==> src/verilog/boot_macros.svh <==
`ifndef BOOT_MACROS_SVH
`define BOOT_MACROS_SVH

//////////////////////////////
// Reset hold
//////////////////////////////

// Clear cycles needed after the last reset source goes away
`define BOOT_HOLD_CYCLES 32

// Hold counter width, wide enough to reach the hold length itself
`define BOOT_HOLD_BITS 6

//////////////////////////////
// Fetch
//////////////////////////////

// First fetch address, driven onto the IBUS while held
`define BOOT_RESET_VECTOR 16'hfff0

// Addresses and instruction words share one width
`define BOOT_WORD_BITS 16

// An instruction word splits into an opcode and a page operand
`define BOOT_OPCODE_BITS 4
`define BOOT_PAGE_BITS 12

`endif

==> src/verilog/boot_pkg.sv <==
`include "boot_macros.svh"

package boot_pkg;

   //////////////////////////////
   // Instruction words
   //////////////////////////////

   // Opcodes known to the boot sequencer
   // Every other value is treated the same as NOP
   typedef enum logic [`BOOT_OPCODE_BITS-1:0] {
      NOP  = 4'd0,
      JMP  = 4'd1,
      JMPL = 4'd2,
      HALT = 4'd3
   } opcode_e;

   // Instruction view of a fetched word, opcode in the top nibble
   typedef struct packed {
      opcode_e                      opcode;
      logic [`BOOT_PAGE_BITS-1:0]   operand;
   } instr_s;

   // A fetched word is either an instruction or the address word after a JMPL
   typedef union packed {
      instr_s                       instr;
      logic [`BOOT_WORD_BITS-1:0]   addr;
   } ibus_word_u;

   //////////////////////////////
   // Sequencer to PC
   //////////////////////////////

   // What the PC loads at the next clock edge
   typedef enum logic [1:0] {
      HOLD      = 2'd0,
      INC       = 2'd1,
      JUMP_PAGE = 2'd2,
      JUMP_LONG = 2'd3
   } pc_cmd_e;

   //////////////////////////////
   // Memory port
   //////////////////////////////

   // Read request, strobe is high for a single cycle
   typedef struct packed {
      logic                         strobe;
      logic [`BOOT_WORD_BITS-1:0]   addr;
   } mem_req_s;

   // Read response, valid exactly one cycle after the strobe
   typedef struct packed {
      logic                         valid;
      ibus_word_u                   data;
   } mem_rsp_s;

endpackage

==> src/verilog/reset_hold_timer.sv <==
`timescale 1ns/100ps

`include "boot_macros.svh"

module reset_hold_timer (
   input  logic clk,
   input  logic reset,
   input  logic fp_reset,
   input  logic power_ok,
   output logic rst_hold
);

   //////////////////////////////
   // Reset sources
   //////////////////////////////

   // All three sources are wired together into a single demand
   // A low power_ok counts as a reset request just like the two buttons
   logic reset_demand;

   assign reset_demand = reset | fp_reset | ~power_ok;

   //////////////////////////////
   // Hold counter
   //////////////////////////////

   // Counts clear cycles since the demand last went away
   // It stops once it reaches the hold length and rst_hold drops
   logic [`BOOT_HOLD_BITS-1:0] hold_count;

   // Registered hold flag that any demand sets and the end of the count clears
   logic                       hold_q;

   always_ff @(posedge clk) begin
      if (reset_demand) begin
         // Any source restarts the count even halfway through a hold
         hold_count <= '0;
         hold_q     <= 1'b1;
      end else if (hold_q) begin
         hold_count <= hold_count + 1'b1;
         // On the last count of the hold rst_hold drops after this edge
         if (hold_count == `BOOT_HOLD_BITS'(`BOOT_HOLD_CYCLES - 1)) begin
            hold_q <= 1'b0;
         end
      end
   end

   // The counter is left sitting at the hold length once released
   assign rst_hold = hold_q;

   //////////////////////////////
   // Checks
   //////////////////////////////

   // A source seen at one edge keeps rst_hold up for the whole hold period
   // that follows, and the first of those cycles is the next one
   a_hold_after_demand : assert property (
      @(posedge clk) reset_demand |=> rst_hold [*`BOOT_HOLD_CYCLES]
   );

   // A demand followed by a full run of clear cycles lets rst_hold fall right away
   a_release_after_clear : assert property (
      @(posedge clk) reset_demand ##1 (!reset_demand) [*`BOOT_HOLD_CYCLES] |=> !rst_hold
   );

endmodule

==> src/verilog/program_counter.sv <==
`timescale 1ns/100ps

`include "boot_macros.svh"

module program_counter (
   input  logic                         clk,
   input  logic                         reset,
   input  logic                         rst_hold,
   input  boot_pkg::pc_cmd_e            pc_cmd,
   input  boot_pkg::ibus_word_u         operand,
   output logic [`BOOT_WORD_BITS-1:0]   pc
);

   //////////////////////////////
   // IBUS source selection
   //////////////////////////////

   // The IBUS carries the next PC value, one source at a time
   logic [`BOOT_WORD_BITS-1:0] ibus;

   // Page of the current PC that an in-page jump keeps
   logic [`BOOT_WORD_BITS-`BOOT_PAGE_BITS-1:0] cur_page;

   assign cur_page = pc[`BOOT_WORD_BITS-1:`BOOT_PAGE_BITS];

   always_comb begin
      if (rst_hold) begin
         // The reset vector wins over any command while the hold lasts
         ibus = `BOOT_RESET_VECTOR;
      end else begin
         case (pc_cmd)
            boot_pkg::INC: begin
               ibus = pc + 1'b1;
            end
            boot_pkg::JUMP_PAGE: begin
               // The top nibble stays and the low twelve bits come from the JMP word
               ibus = {cur_page, operand.instr.operand};
            end
            boot_pkg::JUMP_LONG: begin
               // The whole word is the target address here
               ibus = operand.addr;
            end
            default: begin
               // hold the current address
               ibus = pc;
            end
         endcase
      end
   end

   //////////////////////////////
   // PC register
   //////////////////////////////

   // Loads the IBUS value each clock, so a command takes effect one cycle later
   always_ff @(posedge clk) begin
      if (reset) begin
         pc <= `BOOT_RESET_VECTOR;
      end else begin
         pc <= ibus;
      end
   end

   //////////////////////////////
   // Checks
   //////////////////////////////

   // Whatever the sequencer was commanding, a held cycle leaves pc at the vector
   a_vector_on_hold : assert property (
      @(posedge clk) rst_hold |=> (pc == `BOOT_RESET_VECTOR)
   );

endmodule

==> src/verilog/fetch_sequencer.sv <==
`timescale 1ns/100ps

`include "boot_macros.svh"

module fetch_sequencer (
   input  logic                         clk,
   input  logic                         reset,
   input  logic                         rst_hold,
   input  logic [`BOOT_WORD_BITS-1:0]   pc,
   output boot_pkg::mem_req_s           mem_req,
   input  boot_pkg::mem_rsp_s           mem_rsp,
   output boot_pkg::pc_cmd_e            pc_cmd,
   output boot_pkg::ibus_word_u         operand,
   output logic                         halted
);

   //////////////////////////////
   // State machine
   //////////////////////////////

   // IDLE doubles as the first fetch once the hold is gone
   typedef enum logic [2:0] {
      IDLE,
      FETCH,
      WAIT,
      LONG_FETCH,
      LONG_WAIT,
      HALT
   } state_e;

   state_e state;
   state_e state_next;

   // Strobe wanted by the current state, before the hold mask
   logic   fetch_cycle;

   always_comb begin
      state_next  = state;
      pc_cmd      = boot_pkg::HOLD;
      fetch_cycle = 1'b0;
      case (state)
         IDLE, FETCH: begin
            // Read the word at the current PC
            fetch_cycle = 1'b1;
            state_next  = WAIT;
         end
         WAIT: begin
            // Decode the instruction view of the returned word
            if (mem_rsp.valid) begin
               case (mem_rsp.data.instr.opcode)
                  boot_pkg::JMP: begin
                     pc_cmd     = boot_pkg::JUMP_PAGE;
                     state_next = FETCH;
                  end
                  boot_pkg::JMPL: begin
                     // Step onto the address word and read it next
                     pc_cmd     = boot_pkg::INC;
                     state_next = LONG_FETCH;
                  end
                  boot_pkg::HALT: begin
                     state_next = HALT;
                  end
                  default: begin
                     // NOP and every unknown opcode just move on
                     pc_cmd     = boot_pkg::INC;
                     state_next = FETCH;
                  end
               endcase
            end
         end
         LONG_FETCH: begin
            fetch_cycle = 1'b1;
            state_next  = LONG_WAIT;
         end
         LONG_WAIT: begin
            // This word is a full address, not an instruction
            if (mem_rsp.valid) begin
               pc_cmd     = boot_pkg::JUMP_LONG;
               state_next = FETCH;
            end
         end
         default: begin
            // HALT waits here until the hold comes back
            state_next = HALT;
         end
      endcase
   end

   // The hold pulls everything back to IDLE, including a halted machine
   always_ff @(posedge clk) begin
      if (reset || rst_hold) begin
         state <= IDLE;
      end else begin
         state <= state_next;
      end
   end

   //////////////////////////////
   // Outputs
   //////////////////////////////

   // No strobe goes out while held, even from a fetch state left over
   // from before the hold rose
   assign mem_req.strobe = fetch_cycle & ~rst_hold;
   assign mem_req.addr   = pc;

   // The PC takes its jump operand straight from the returned word
   assign operand = mem_rsp.data;
   assign halted  = (state == HALT);

   //////////////////////////////
   // Checks
   //////////////////////////////

   // Memory answers one cycle after a strobe and never on its own
   a_rsp_after_strobe : assert property (
      @(posedge clk) disable iff (reset)
         mem_rsp.valid |-> $past(mem_req.strobe)
   );

   // Once halted, the bus stays quiet until the next hold
   a_quiet_after_halt : assert property (
      @(posedge clk) disable iff (reset)
         $rose(halted) |-> (!mem_req.strobe throughout rst_hold [->1])
   );

endmodule

==> src/verilog/boot_top.sv <==
`timescale 1ns/100ps

`include "boot_macros.svh"

module boot_top (
   input  logic                clk,
   input  logic                reset,
   input  logic                fp_reset,
   input  logic                power_ok,
   output boot_pkg::mem_req_s  mem_req,
   input  boot_pkg::mem_rsp_s  mem_rsp,
   output logic                rst_hold,
   output logic                halted
);

   //////////////////////////////
   // Internal wiring
   //////////////////////////////

   // Command and jump operand from the sequencer to the PC
   boot_pkg::pc_cmd_e            pc_cmd;
   boot_pkg::ibus_word_u         operand;

   // Current fetch address back to the sequencer
   logic [`BOOT_WORD_BITS-1:0]   pc;

   //////////////////////////////
   // Blocks
   //////////////////////////////

   // Stretches the release of any reset source into the hold period
   reset_hold_timer u_reset_hold_timer (
      .clk      (clk),
      .reset    (reset),
      .fp_reset (fp_reset),
      .power_ok (power_ok),
      .rst_hold (rst_hold)
   );

   // Holds the reset vector during the hold, then follows the sequencer
   program_counter u_program_counter (
      .clk      (clk),
      .reset    (reset),
      .rst_hold (rst_hold),
      .pc_cmd   (pc_cmd),
      .operand  (operand),
      .pc       (pc)
   );

   // Reads and decodes instruction words once the hold is over
   fetch_sequencer u_fetch_sequencer (
      .clk      (clk),
      .reset    (reset),
      .rst_hold (rst_hold),
      .pc       (pc),
      .mem_req  (mem_req),
      .mem_rsp  (mem_rsp),
      .pc_cmd   (pc_cmd),
      .operand  (operand),
      .halted   (halted)
   );

endmodule

==> config.mk <==
export PLATFORM = sky130hd
export DESIGN_NAME = boot_top
export DESIGN_NICKNAME = d
export VERILOG_FILES = /design/src/verilog/boot_pkg.sv /design/src/verilog/reset_hold_timer.sv /design/src/verilog/program_counter.sv /design/src/verilog/fetch_sequencer.sv /design/src/verilog/boot_top.sv
export VERILOG_INCLUDE_DIRS = /design/src /design/src/verilog
export SDC_FILE = /design/constraint.sdc
export NUM_CORES = 1
export LEC_CHECK = 0
export BUFFER_PORTS_ARGS = -buffer_cell sky130_fd_sc_hd__buf_2
export CAP_MARGIN = 10
export CORE_MARGIN = 10
export CORE_UTILIZATION = 35
export CTS_BUF_LIST = sky130_fd_sc_hd__clkbuf_4
export DETAILED_ROUTE_END_ITERATION = 8
export PLACE_DENSITY = 0.56
export SETUP_SLACK_MARGIN = 0.05
export SYNTH_ARGS = -nofsm -noshare
export SYNTH_HDL_FRONTEND = slang
export SYNTH_SLANG_ARGS = --single-unit
==> constraint.sdc <==
create_clock -name clk -period 3.7 [get_ports clk]
set_input_delay 0 -clock clk [delete_from_list [all_inputs] [get_ports clk]]
set_output_delay 0 -clock clk [all_outputs]
set_load 0.1 [all_outputs]
Word-level counts from Yosys, hierarchy flattened
Cells that the tools add are included.
Widths: inputs -> output; s select.
- input port bits: 21
- register bits after elaboration: 26
- logic and storage cells: 48
- bitwise operators: 6
- $add $sub $neg: 2
- multiplexer cells: 12
- reductions and logical operators: 9
- equal/unequal tests: 14
- operators by type and width (cell ; number):
    $pmux 16 s3 ; 1
    $add 16x1->16 const B ; 1
    $pmux 3 s4 ; 1
    $eq 4x2->1 const B ; 2
    $pmux 2 s2 ; 2
    $add 6x1->6 const B ; 1
    $eq 3x2->1 const B ; 2
    $eq 3x3->1 const B ; 2
    $eq 6x5->1 const B ; 1
    $mux 3 ; 2
    $pmux 3 s2 ; 1
    $eq 2x2->1 const B ; 2
    $eq 4x1->1 const B ; 1
    $mux 2 ; 2
    $ne 2x2->1 const B ; 2
    $reduce_and 2->1 ; 2
    $reduce_or 2->1 ; 2
    $eq 3x1->1 const B ; 1
    $logic_not 3->1 ; 1
    $mux 1 ; 3
    $not 1->1 ; 3
    $reduce_bool 3->1 ; 1
    $reduce_or 3->1 ; 1
    $eq 2x1->1 const B ; 1
    4 further kinds ; 5

Longest topological paths before layout
Gate-level depths: netlist (run 1).
- depth in word-level cells: 7
- mapped depth: 7
- depth with buffers taken out: 5

Cells and area by module
Synthesis (run 1) repeated with hierarchy kept, for this count alone.
- cells, all modules: 207
- area, all modules: 1779.2 um2
- by module, submodules not included (module ; area each (um2) ; sequential area each (um2) ; times used ; cells an instance):
    program_counter ; 1017.2 ; 320.3 ; 1 ; 116
    fetch_sequencer ; 456.7 ; 60.1 ; 1 ; 59
    reset_hold_timer ; 305.3 ; 140.1 ; 1 ; 32

Least setup slack after synthesis (run 1)
OpenSTA, ideal clock, no wires.
- path type: flip-flop to output port
- from: reg u_reset_hold_timer.hold_q, in the netlist u_reset_hold_timer.rst_hold
- to: out mem_req[16] in the netlist's numbering
- data arrival time: 3192 ps
- data required time: 3700 ps
- path buffers: 1
- slack: 508 ps
- stages on the path, launching flop included: 3
- cells stage by stage: dfxtp_1 > clkbuf_1 > a211oi_1
- RTL lines (element ; line ; source):
    start, declared ; reset_hold_timer.sv:32 ; logic hold_q;
    start signal, assigned ; reset_hold_timer.sv:38 ; hold_q <= 1'b1;
    start signal, assigned ; reset_hold_timer.sv:43 ; hold_q <= 1'b0;
    end, declared ; boot_top.sv:10 ; output boot_pkg::mem_req_s mem_req,

Worst setup path in the final report (run 1)
- from: reg u_fetch_sequencer.state[2]
- to: reg u_program_counter.pc[2]
- word-level cells in the longest chain between the ends: 4
- elaborated cells on any way between the ends: 8
- classes of those cells: 5 x eq/ne; 2 x mux; 1 x reduce/logical
- ends and longest elaborated chain (element ; line ; source):
    start, declared ; fetch_sequencer.sv:31 ; state_e state;
    start signal, assigned ; fetch_sequencer.sv:94 ; state <= state_next;
    $eq 3x3->1 or $eq 3x2->1 (tied branches) ; fetch_sequencer.sv:41 ; case (state)
    $pmux 2 s2 (*) ; fetch_sequencer.sv:41 ;
    $eq 2x2->1 or $eq 2x1->1 (tied branches) ; program_counter.sv:31 ; case (pc_cmd)
    $pmux 16 s3 or $reduce_bool 3->1 (tied branches) ; -- ;
    end signal, assigned ; program_counter.sv:58 ; pc <= `BOOT_RESET_VECTOR;
    end signal, assigned ; program_counter.sv:60 ; pc <= ibus;
    end, declared ; program_counter.sv:11 ; output logic [`BOOT_WORD_BITS-1:0] pc
Mark *: on every way between the ends. The rest lies on a longest branch, timed or not.
A chain may end at the register's enable or synchronous reset.

==> results_dict.tcl, run 1 <==
set metrics [dict create \
    ys_types 49 \
    cp-end-kind "flip-flop" \
    regArea_um2 520 \
    p_sw_uw 102 \
    max_cap_violations 0 \
    dieArea_um2 7650 \
    antenna_found_initial 0 \
    track_usage_pct 11.0 \
    syn_area_um2 1590 \
    h-tree-depth 1 \
    syn2layout_area_growth_pct 24.0 \
    ys_seq_area_share_pct 32.7 \
    multi_input_area_um2 970 \
    intPower_uw 409 \
    cts_buffers 3 \
    final_core_util_pct 45.1 \
    synth-seq-cells 26 \
    synth_top_family_by_area "simple AND/OR/NAND/NOR gates" \
    drive_above_1_share_pct 21.5 \
    worstSetupPathType "flip-flop to flip-flop" \
    p_seq_share_pct 55.0 \
    synth-edff-count 0 \
    share_comb_of_total_power_pct 5.9 \
    power.share.clock_pct 39.0 \
    cts_repair_resize_count 0 \
    antenna_cells 0 \
    power_density_nw_per_um2 258 \
    stdcell_count 285 \
    ios 40 \
    grt_overflow_total 0 \
    dr_total_vias 1541 \
    synth-compound-area-share_pct 22.3 \
    place.gp.congestion 0.803 \
    synth-xor-area-share_pct 2.20 \
    cts.clk_slew.worst_paths_ps 150 \
    grt_pass1_vias 1498 \
    synth_ff_type "dfxtp_1" \
    place_ws_ps 1580 \
    syn-num-nets 210 \
    synth-simple-area-share_pct 27.4 \
    fin_ws_ps 995 \
    drt-initial-drc-count 97 \
    insertion_delay_ps 320 \
    layout_min_cycle_time_ps 2700 \
    placed_area_um2 1780 \
    status "completed" \
    place_inst 267 \
    arrival_ps 2940 \
    start_util_pct 36.4 \
    avgSynthCellArea_um2 8.52 \
    drv_slew 0 \
    async_flop_share_pct 0 \
    fillCellCount 444 \
    die_y_um 87.5 \
    vias_per_cell 5.41 \
    routed_wl_mm 4.13 \
    synth_cells 187 \
    fin_crit_sh_pct 73.1 \
    numPortBuffers 39 \
    final_area_um2 1980 \
    clockBufferDepth 2 \
    dr.pass1.iters 4 \
    p_leak_uw 0.000741 \
    p_sw_share_pct 20.0 \
    clockRootBuffer "clkbuf_4" \
    grt_pass1_wl_mm 7.03 \
    setup_tns_ps 0 \
    synthAdderAreaFrac_pct 1.57 \
    ys.warnings.count 0 \
    grt_max_degree 25 \
    rsz0062_at_grt "no" \
    crit_required_ps 3930 \
    path_max_fanout 11 \
    hp-class "input pin to flip-flop" \
    postRouteAntennaNets 0 \
    hold_viol 0 \
    skew_ps 1.83 \
    num-nets-final 257 \
    wl_per_cell_um 14.5 \
    startpoint_type "flip-flop" \
    drc_errors 0 \
    synthMuxAreaShare_pct 7.38 \
    setup_violations 0 \
    rows 24 \
    clkSinkCount 26 \
    worstMarginPinSlew_ps 911 \
    dpl.hpwl_mm 3.03 \
    core_area_um2 4380 \
    clock.fmax_mhz 370 \
    max-slew-margin-rel_pct 39.3 \
    die_w_um 87.5 \
    cts_tree "built" \
    worst_ir_drop_vdd_v 0.000163 \
]
## state kept, by name, summed over array words and instances (netlist names)
register,cells
u_reset_hold_timer.hold_count,6
u_reset_hold_timer.rst_hold,1
u_program_counter.pc,16
u_fetch_sequencer.state,3
## placed cells by master, fill, tap and decap left out, types with 2 or more instances in the layout
cell / n
buf_2: 39
dfxtp_1: 26
nand2_1: 16
a21oi_1: 15
nand3_1: 15
dlygate4sd3_1: 14
nor2_1: 10
inv_1: 7
nand4_1: 7
o32a_1: 7
o21ai_0: 5
mux2_1: 5
mux2i_1: 5
a21o_1: 4
a211oi_1: 3
and2_1: 3
and3_1: 3
xor2_1: 3
or4_1: 3
clkbuf_4: 3
nor2b_1: 2
or2_1: 2
a21oi_2: 2
and4_1: 2
o22ai_1: 2
o211ai_1: 2
nand2b_1: 2
o31ai_1: 2
a221oi_1: 2
ha_1: 2
## synthesized netlist by cell type (2+ instances only)
library cell  count  area share, %
a211oi_1          3            1.4
a21o_1            4            1.9
a21oi_1          15            4.7
a21oi_2           2            1.1
a221oi_1          2            1.1
and2_1            3            1.2
and3_1            3            1.2
and4_1            2            1.1
buf_2             2           0.63
buf_4             2           0.94
buf_6             3            2.1
clkbuf_1          5            1.2
dfxtp_1          26             33
ha_1              2            1.6
inv_1             7            1.6
mux2_1            5            3.5
mux2i_1           5            3.1
nand2_1          16            3.8
nand2b_1          2           0.78
nand3_1          15            4.7
nand4_1           7            2.7
nor2_1           10            2.4
nor2b_1           2           0.78
o211ai_1          2           0.94
o21ai_0           5            1.6
o22ai_1           2           0.78
o31ai_1           2           0.94
o32a_1            7            4.4
or2_1             2           0.78
or4_1             3            1.4
xor2_1            3            1.6
## metal layers
layer  share of wire [%]  track usage, %  up-vias
li1                    -               -      798
met4                0.56            1.74        0
met3                 6.2            3.93        2
met1                  49            14.3      714
met2                  45            17.1       27
met5                   0               0        -
## kinds of logic (layout without fill, tap and decap cells)
kind of cell	after synthesis	count (layout)
AOI/OAI and AO/OA	51	51
xor gates and xnor gates	4	4
adders and majority gates	2	2
buffers and inverters	19	65
DFF	26	26
muxes	11	11
and+or+nand+nor	74	74
## worst max-delay path, cell delays in order (launching register included)
cell,delay [ps]
dfxtp_1,490
nor4bb_2,830
a21oi_1,400
a21oi_1,220
o22ai_1,100
dlygate4sd3_1,570
## final timing paths
check	startpoint	end	slack, ps	cells after the start
setup / recovery	u_fetch_sequencer.state[2]$_SDFFE_PP0P_	u_program_counter.pc[2]$_SDFFE_PP0P_	1000	5
setup reg to reg	u_fetch_sequencer.state[2]$_SDFFE_PP0P_	u_program_counter.pc[2]$_SDFFE_PP0P_	1000	5
hold reg to reg	u_reset_hold_timer.hold_count[5]$_SDFFE_PP0P_	u_reset_hold_timer.hold_count[5]$_SDFFE_PP0P_	500	2
hold / removal	mem_rsp[10]	u_program_counter.pc[10]$_SDFFE_PP1P_	8	3
## through the flow
step	hold WS (ps)	power (uW)
after floorplan	71.8	294
after global placement	194	310
after detailed placement	194	309
after CTS	2.65	519
after global routing	12.5	535
final	8.23	511
## power by group through the flow
stage	logic, uW	registers, uW	clock network, uW
detailed placement	22.1	287	0
floorplan	6.93	287	0
finish	30.4	281	199
global route	33.6	282	220
CTS	30.3	281	207
global placement	22.4	287	0
## cell type report
class / count / share of cell area [%]
flip-flops and latches: 26 / 26.3
well taps: 52 / 3.29
inverters: 7 / 1.33
clock inverters: 1 / 1.52
clock buffers: 3 / 1.14
repair buffers: 54 / 17.3
multi-input cells: 142 / 49.1
## repair_timing
item	in CTS	in global routing
hold buffers	14	0
setup buffers	0	0
hold endpoints to repair	10	0
Note: power is estimated with default switching activity, not from simulation.
==> run 2, diff against run 1 <==
- PLACE_DENSITY: 0.56 -> 0.59
- clock period: 3.7 -> 2.41 ns (I/O delays scaled with it)
==> run 2 against run 1 <==
Highest routed layer unchanged. Via count grew 1.2%. Combinational power increased by 59%. Worst setup slack worse by 720 ps. Wire length up 2.6%. First-iteration DRC count down 11%. Sequential share of layout area is 0.26 points lower. Critical path depth up 1. Clock skew increased by 0.81 ps. Sequential power is 54% higher. Flip-flop and latch count did not move. Largest cell class unchanged.
==> results_dict.tcl, run 2 (synthesis gave the netlist of run 1 again) <==
set metrics [dict create \
    track_usage_pct 11.4 \
    skew_ps 2.64 \
    rows 24 \
    r2r_start "u_fetch_sequencer.state[2]$_SDFFE_PP0P_" \
    hold_viol 0 \
    top_register "u_program_counter.pc" \
    largest_register_ffs 16 \
    fillCellCount 439 \
    intPower_uw 628 \
    multi_input_area_um2 975 \
    setup_violations 0 \
    stdcell_count 288 \
    crit_required_ps 2690 \
    rsz0062_at_grt "no" \
    use_met3_pct 3.65 \
    core_area_um2 4380 \
    dr_total_vias 1559 \
    clkSinkCount 26 \
    max_cap_violations 0 \
    status "completed" \
    place_inst 269 \
    h-tree-depth 1 \
    drc_errors 0 \
    ios 40 \
    reg_top3 "u_program_counter.pc (16), u_reset_hold_timer.hold_count (6), u_fetch_sequencer.state (3)" \
    grt_max_degree 25 \
    worstSetupPathType "flip-flop to flip-flop" \
    clockBufferDepth 2 \
    dpl.hpwl_mm 3.09 \
    grt-busiest-layer "met2" \
    path_max_fanout 10 \
    fin_crit_sh_pct 88.4 \
    max-slew-margin-rel_pct 56.8 \
    antenna_cells 0 \
    grt_util_met2_pct 18.3 \
    numPortBuffers 39 \
    cts.clk_slew.worst_paths_ps 150 \
    cp-end-kind "flip-flop" \
    layout_common_cells "buf_2, dfxtp_1, nand2_1" \
    hp-class "input pin to flip-flop" \
    startpoint_type "flip-flop" \
    grt_pass1_wl_mm 7.33 \
    power.share.clock_pct 39.2 \
    num-nets-final 260 \
    drive_above_1_share_pct 23.7 \
    insertion_delay_ps 330 \
    p_sw_share_pct 20.4 \
    share_comb_of_total_power_pct 6.1 \
    layout_min_cycle_time_ps 2130 \
    dieArea_um2 7650 \
    hold_path_startpoint "mem_rsp[10]" \
    setup_tns_ps 0 \
    regArea_um2 524 \
    drv_slew 0 \
    die_w_um 87.5 \
    post_cts_buffers 0 \
    grt_overflow_total 0 \
    clockRootBuffer "clkbuf_4" \
    final_core_util_pct 45.9 \
    postRouteAntennaNets 0 \
    power_density_nw_per_um2 393 \
    routed_wl_mm 4.24 \
    grt_use_met1_pct 14.7 \
    clock.fmax_mhz 469 \
    crit_path_start "u_fetch_sequencer.state[2]$_SDFFE_PP0P_" \
    arrival_ps 2410 \
    start_util_pct 36.4 \
    p_seq_share_pct 54.7 \
    syn2layout_area_growth_pct 26.1 \
    drt-initial-drc-count 86 \
    die_y_um 87.5 \
    cts_tree "built" \
    worstMarginPinSlew_ps 647 \
    vias_per_cell 5.41 \
    p_leak_uw 0.000757 \
    antenna_found_initial 0 \
    place.gp.congestion 0.802 \
    p_sw_uw 161 \
    final_common_cell "buf_2" \
    grt_pass1_vias 1558 \
    dr.pass1.iters 4 \
    cts_buffers 3 \
    wl_per_cell_um 14.7 \
    worst_ir_drop_vdd_v 0.000359 \
]
## run 2: area by class of cell
class	instances	area share [%]
Timing Repair Buffer	57	18.3
Tap cell	52	3.24
Clock buffer	3	1.12
Sequential cell	26	26.1
Multi-Input combinational cell	142	48.5
Clock inverter	1	1.49
Inverter	7	1.31
## run 2: critical path: stages, from the launching register on
cell and delay (ps):
dfxtp_2 440, nor4bb_2 290, buf_4 200, a21o_1 130, nand2_1 220, o22ai_1 230, dlygate4sd3_1 570
## run 2: worst paths after layout
path / to / slack [ps] / cells after the start
worst max-delay path: u_program_counter.pc[2]$_SDFFE_PP0P_ / 280 / 6
worst min-delay path: u_program_counter.pc[10]$_SDFFE_PP1P_ / 10 / 3
worst max register to register: u_program_counter.pc[2]$_SDFFE_PP0P_ / 280 / 6
worst min register to register: u_reset_hold_timer.hold_count[5]$_SDFFE_PP0P_ / 500 / 2
## run 2: power groups by stage
stage / Combinational, uW / Clock, uW / Sequential (uW)
2_1_floorplan: 10.6 / 0 / 441
3_3_place_gp: 34.2 / 0 / 441
3_5_place_dp: 34.2 / 0 / 441
4_1_cts: 46.8 / 322 / 432
5_1_grt: 53.6 / 335 / 432
6_report: 48.2 / 309 / 432
## run 2: layer usage
metal / up-vias / wire length [um] / share of wire, %
li1: 803 / - / -
met2: 37 / 1970 / 46
met4: 0 / 27 / 0.64
met1: 717 / 1950 / 46
met3: 2 / 287 / 6.8
met5: - / 0 / 0
## run 2: through the flow
stage | instance area [um^2] | hold WS [ps] | worst slack (ps) | total power (uW)
after floorplan | 1600 | 71.8 | 143 | 451
after global placement | 1810 | 190 | 701 | 475
after detailed placement | 1810 | 193 | 664 | 475
after CTS | 2000 | 2.84 | 193 | 800
after global routing | 2010 | 11.9 | 138 | 821
final | 2010 | 9.87 | 279 | 789
## run 2: repair_timing
item / in CTS / in global routing
hold buffers: 14 / 1
setup endpoints to repair: 0 / 2
endpoints found under the hold margin: 10 / 1
resized for setup: 0 / 1
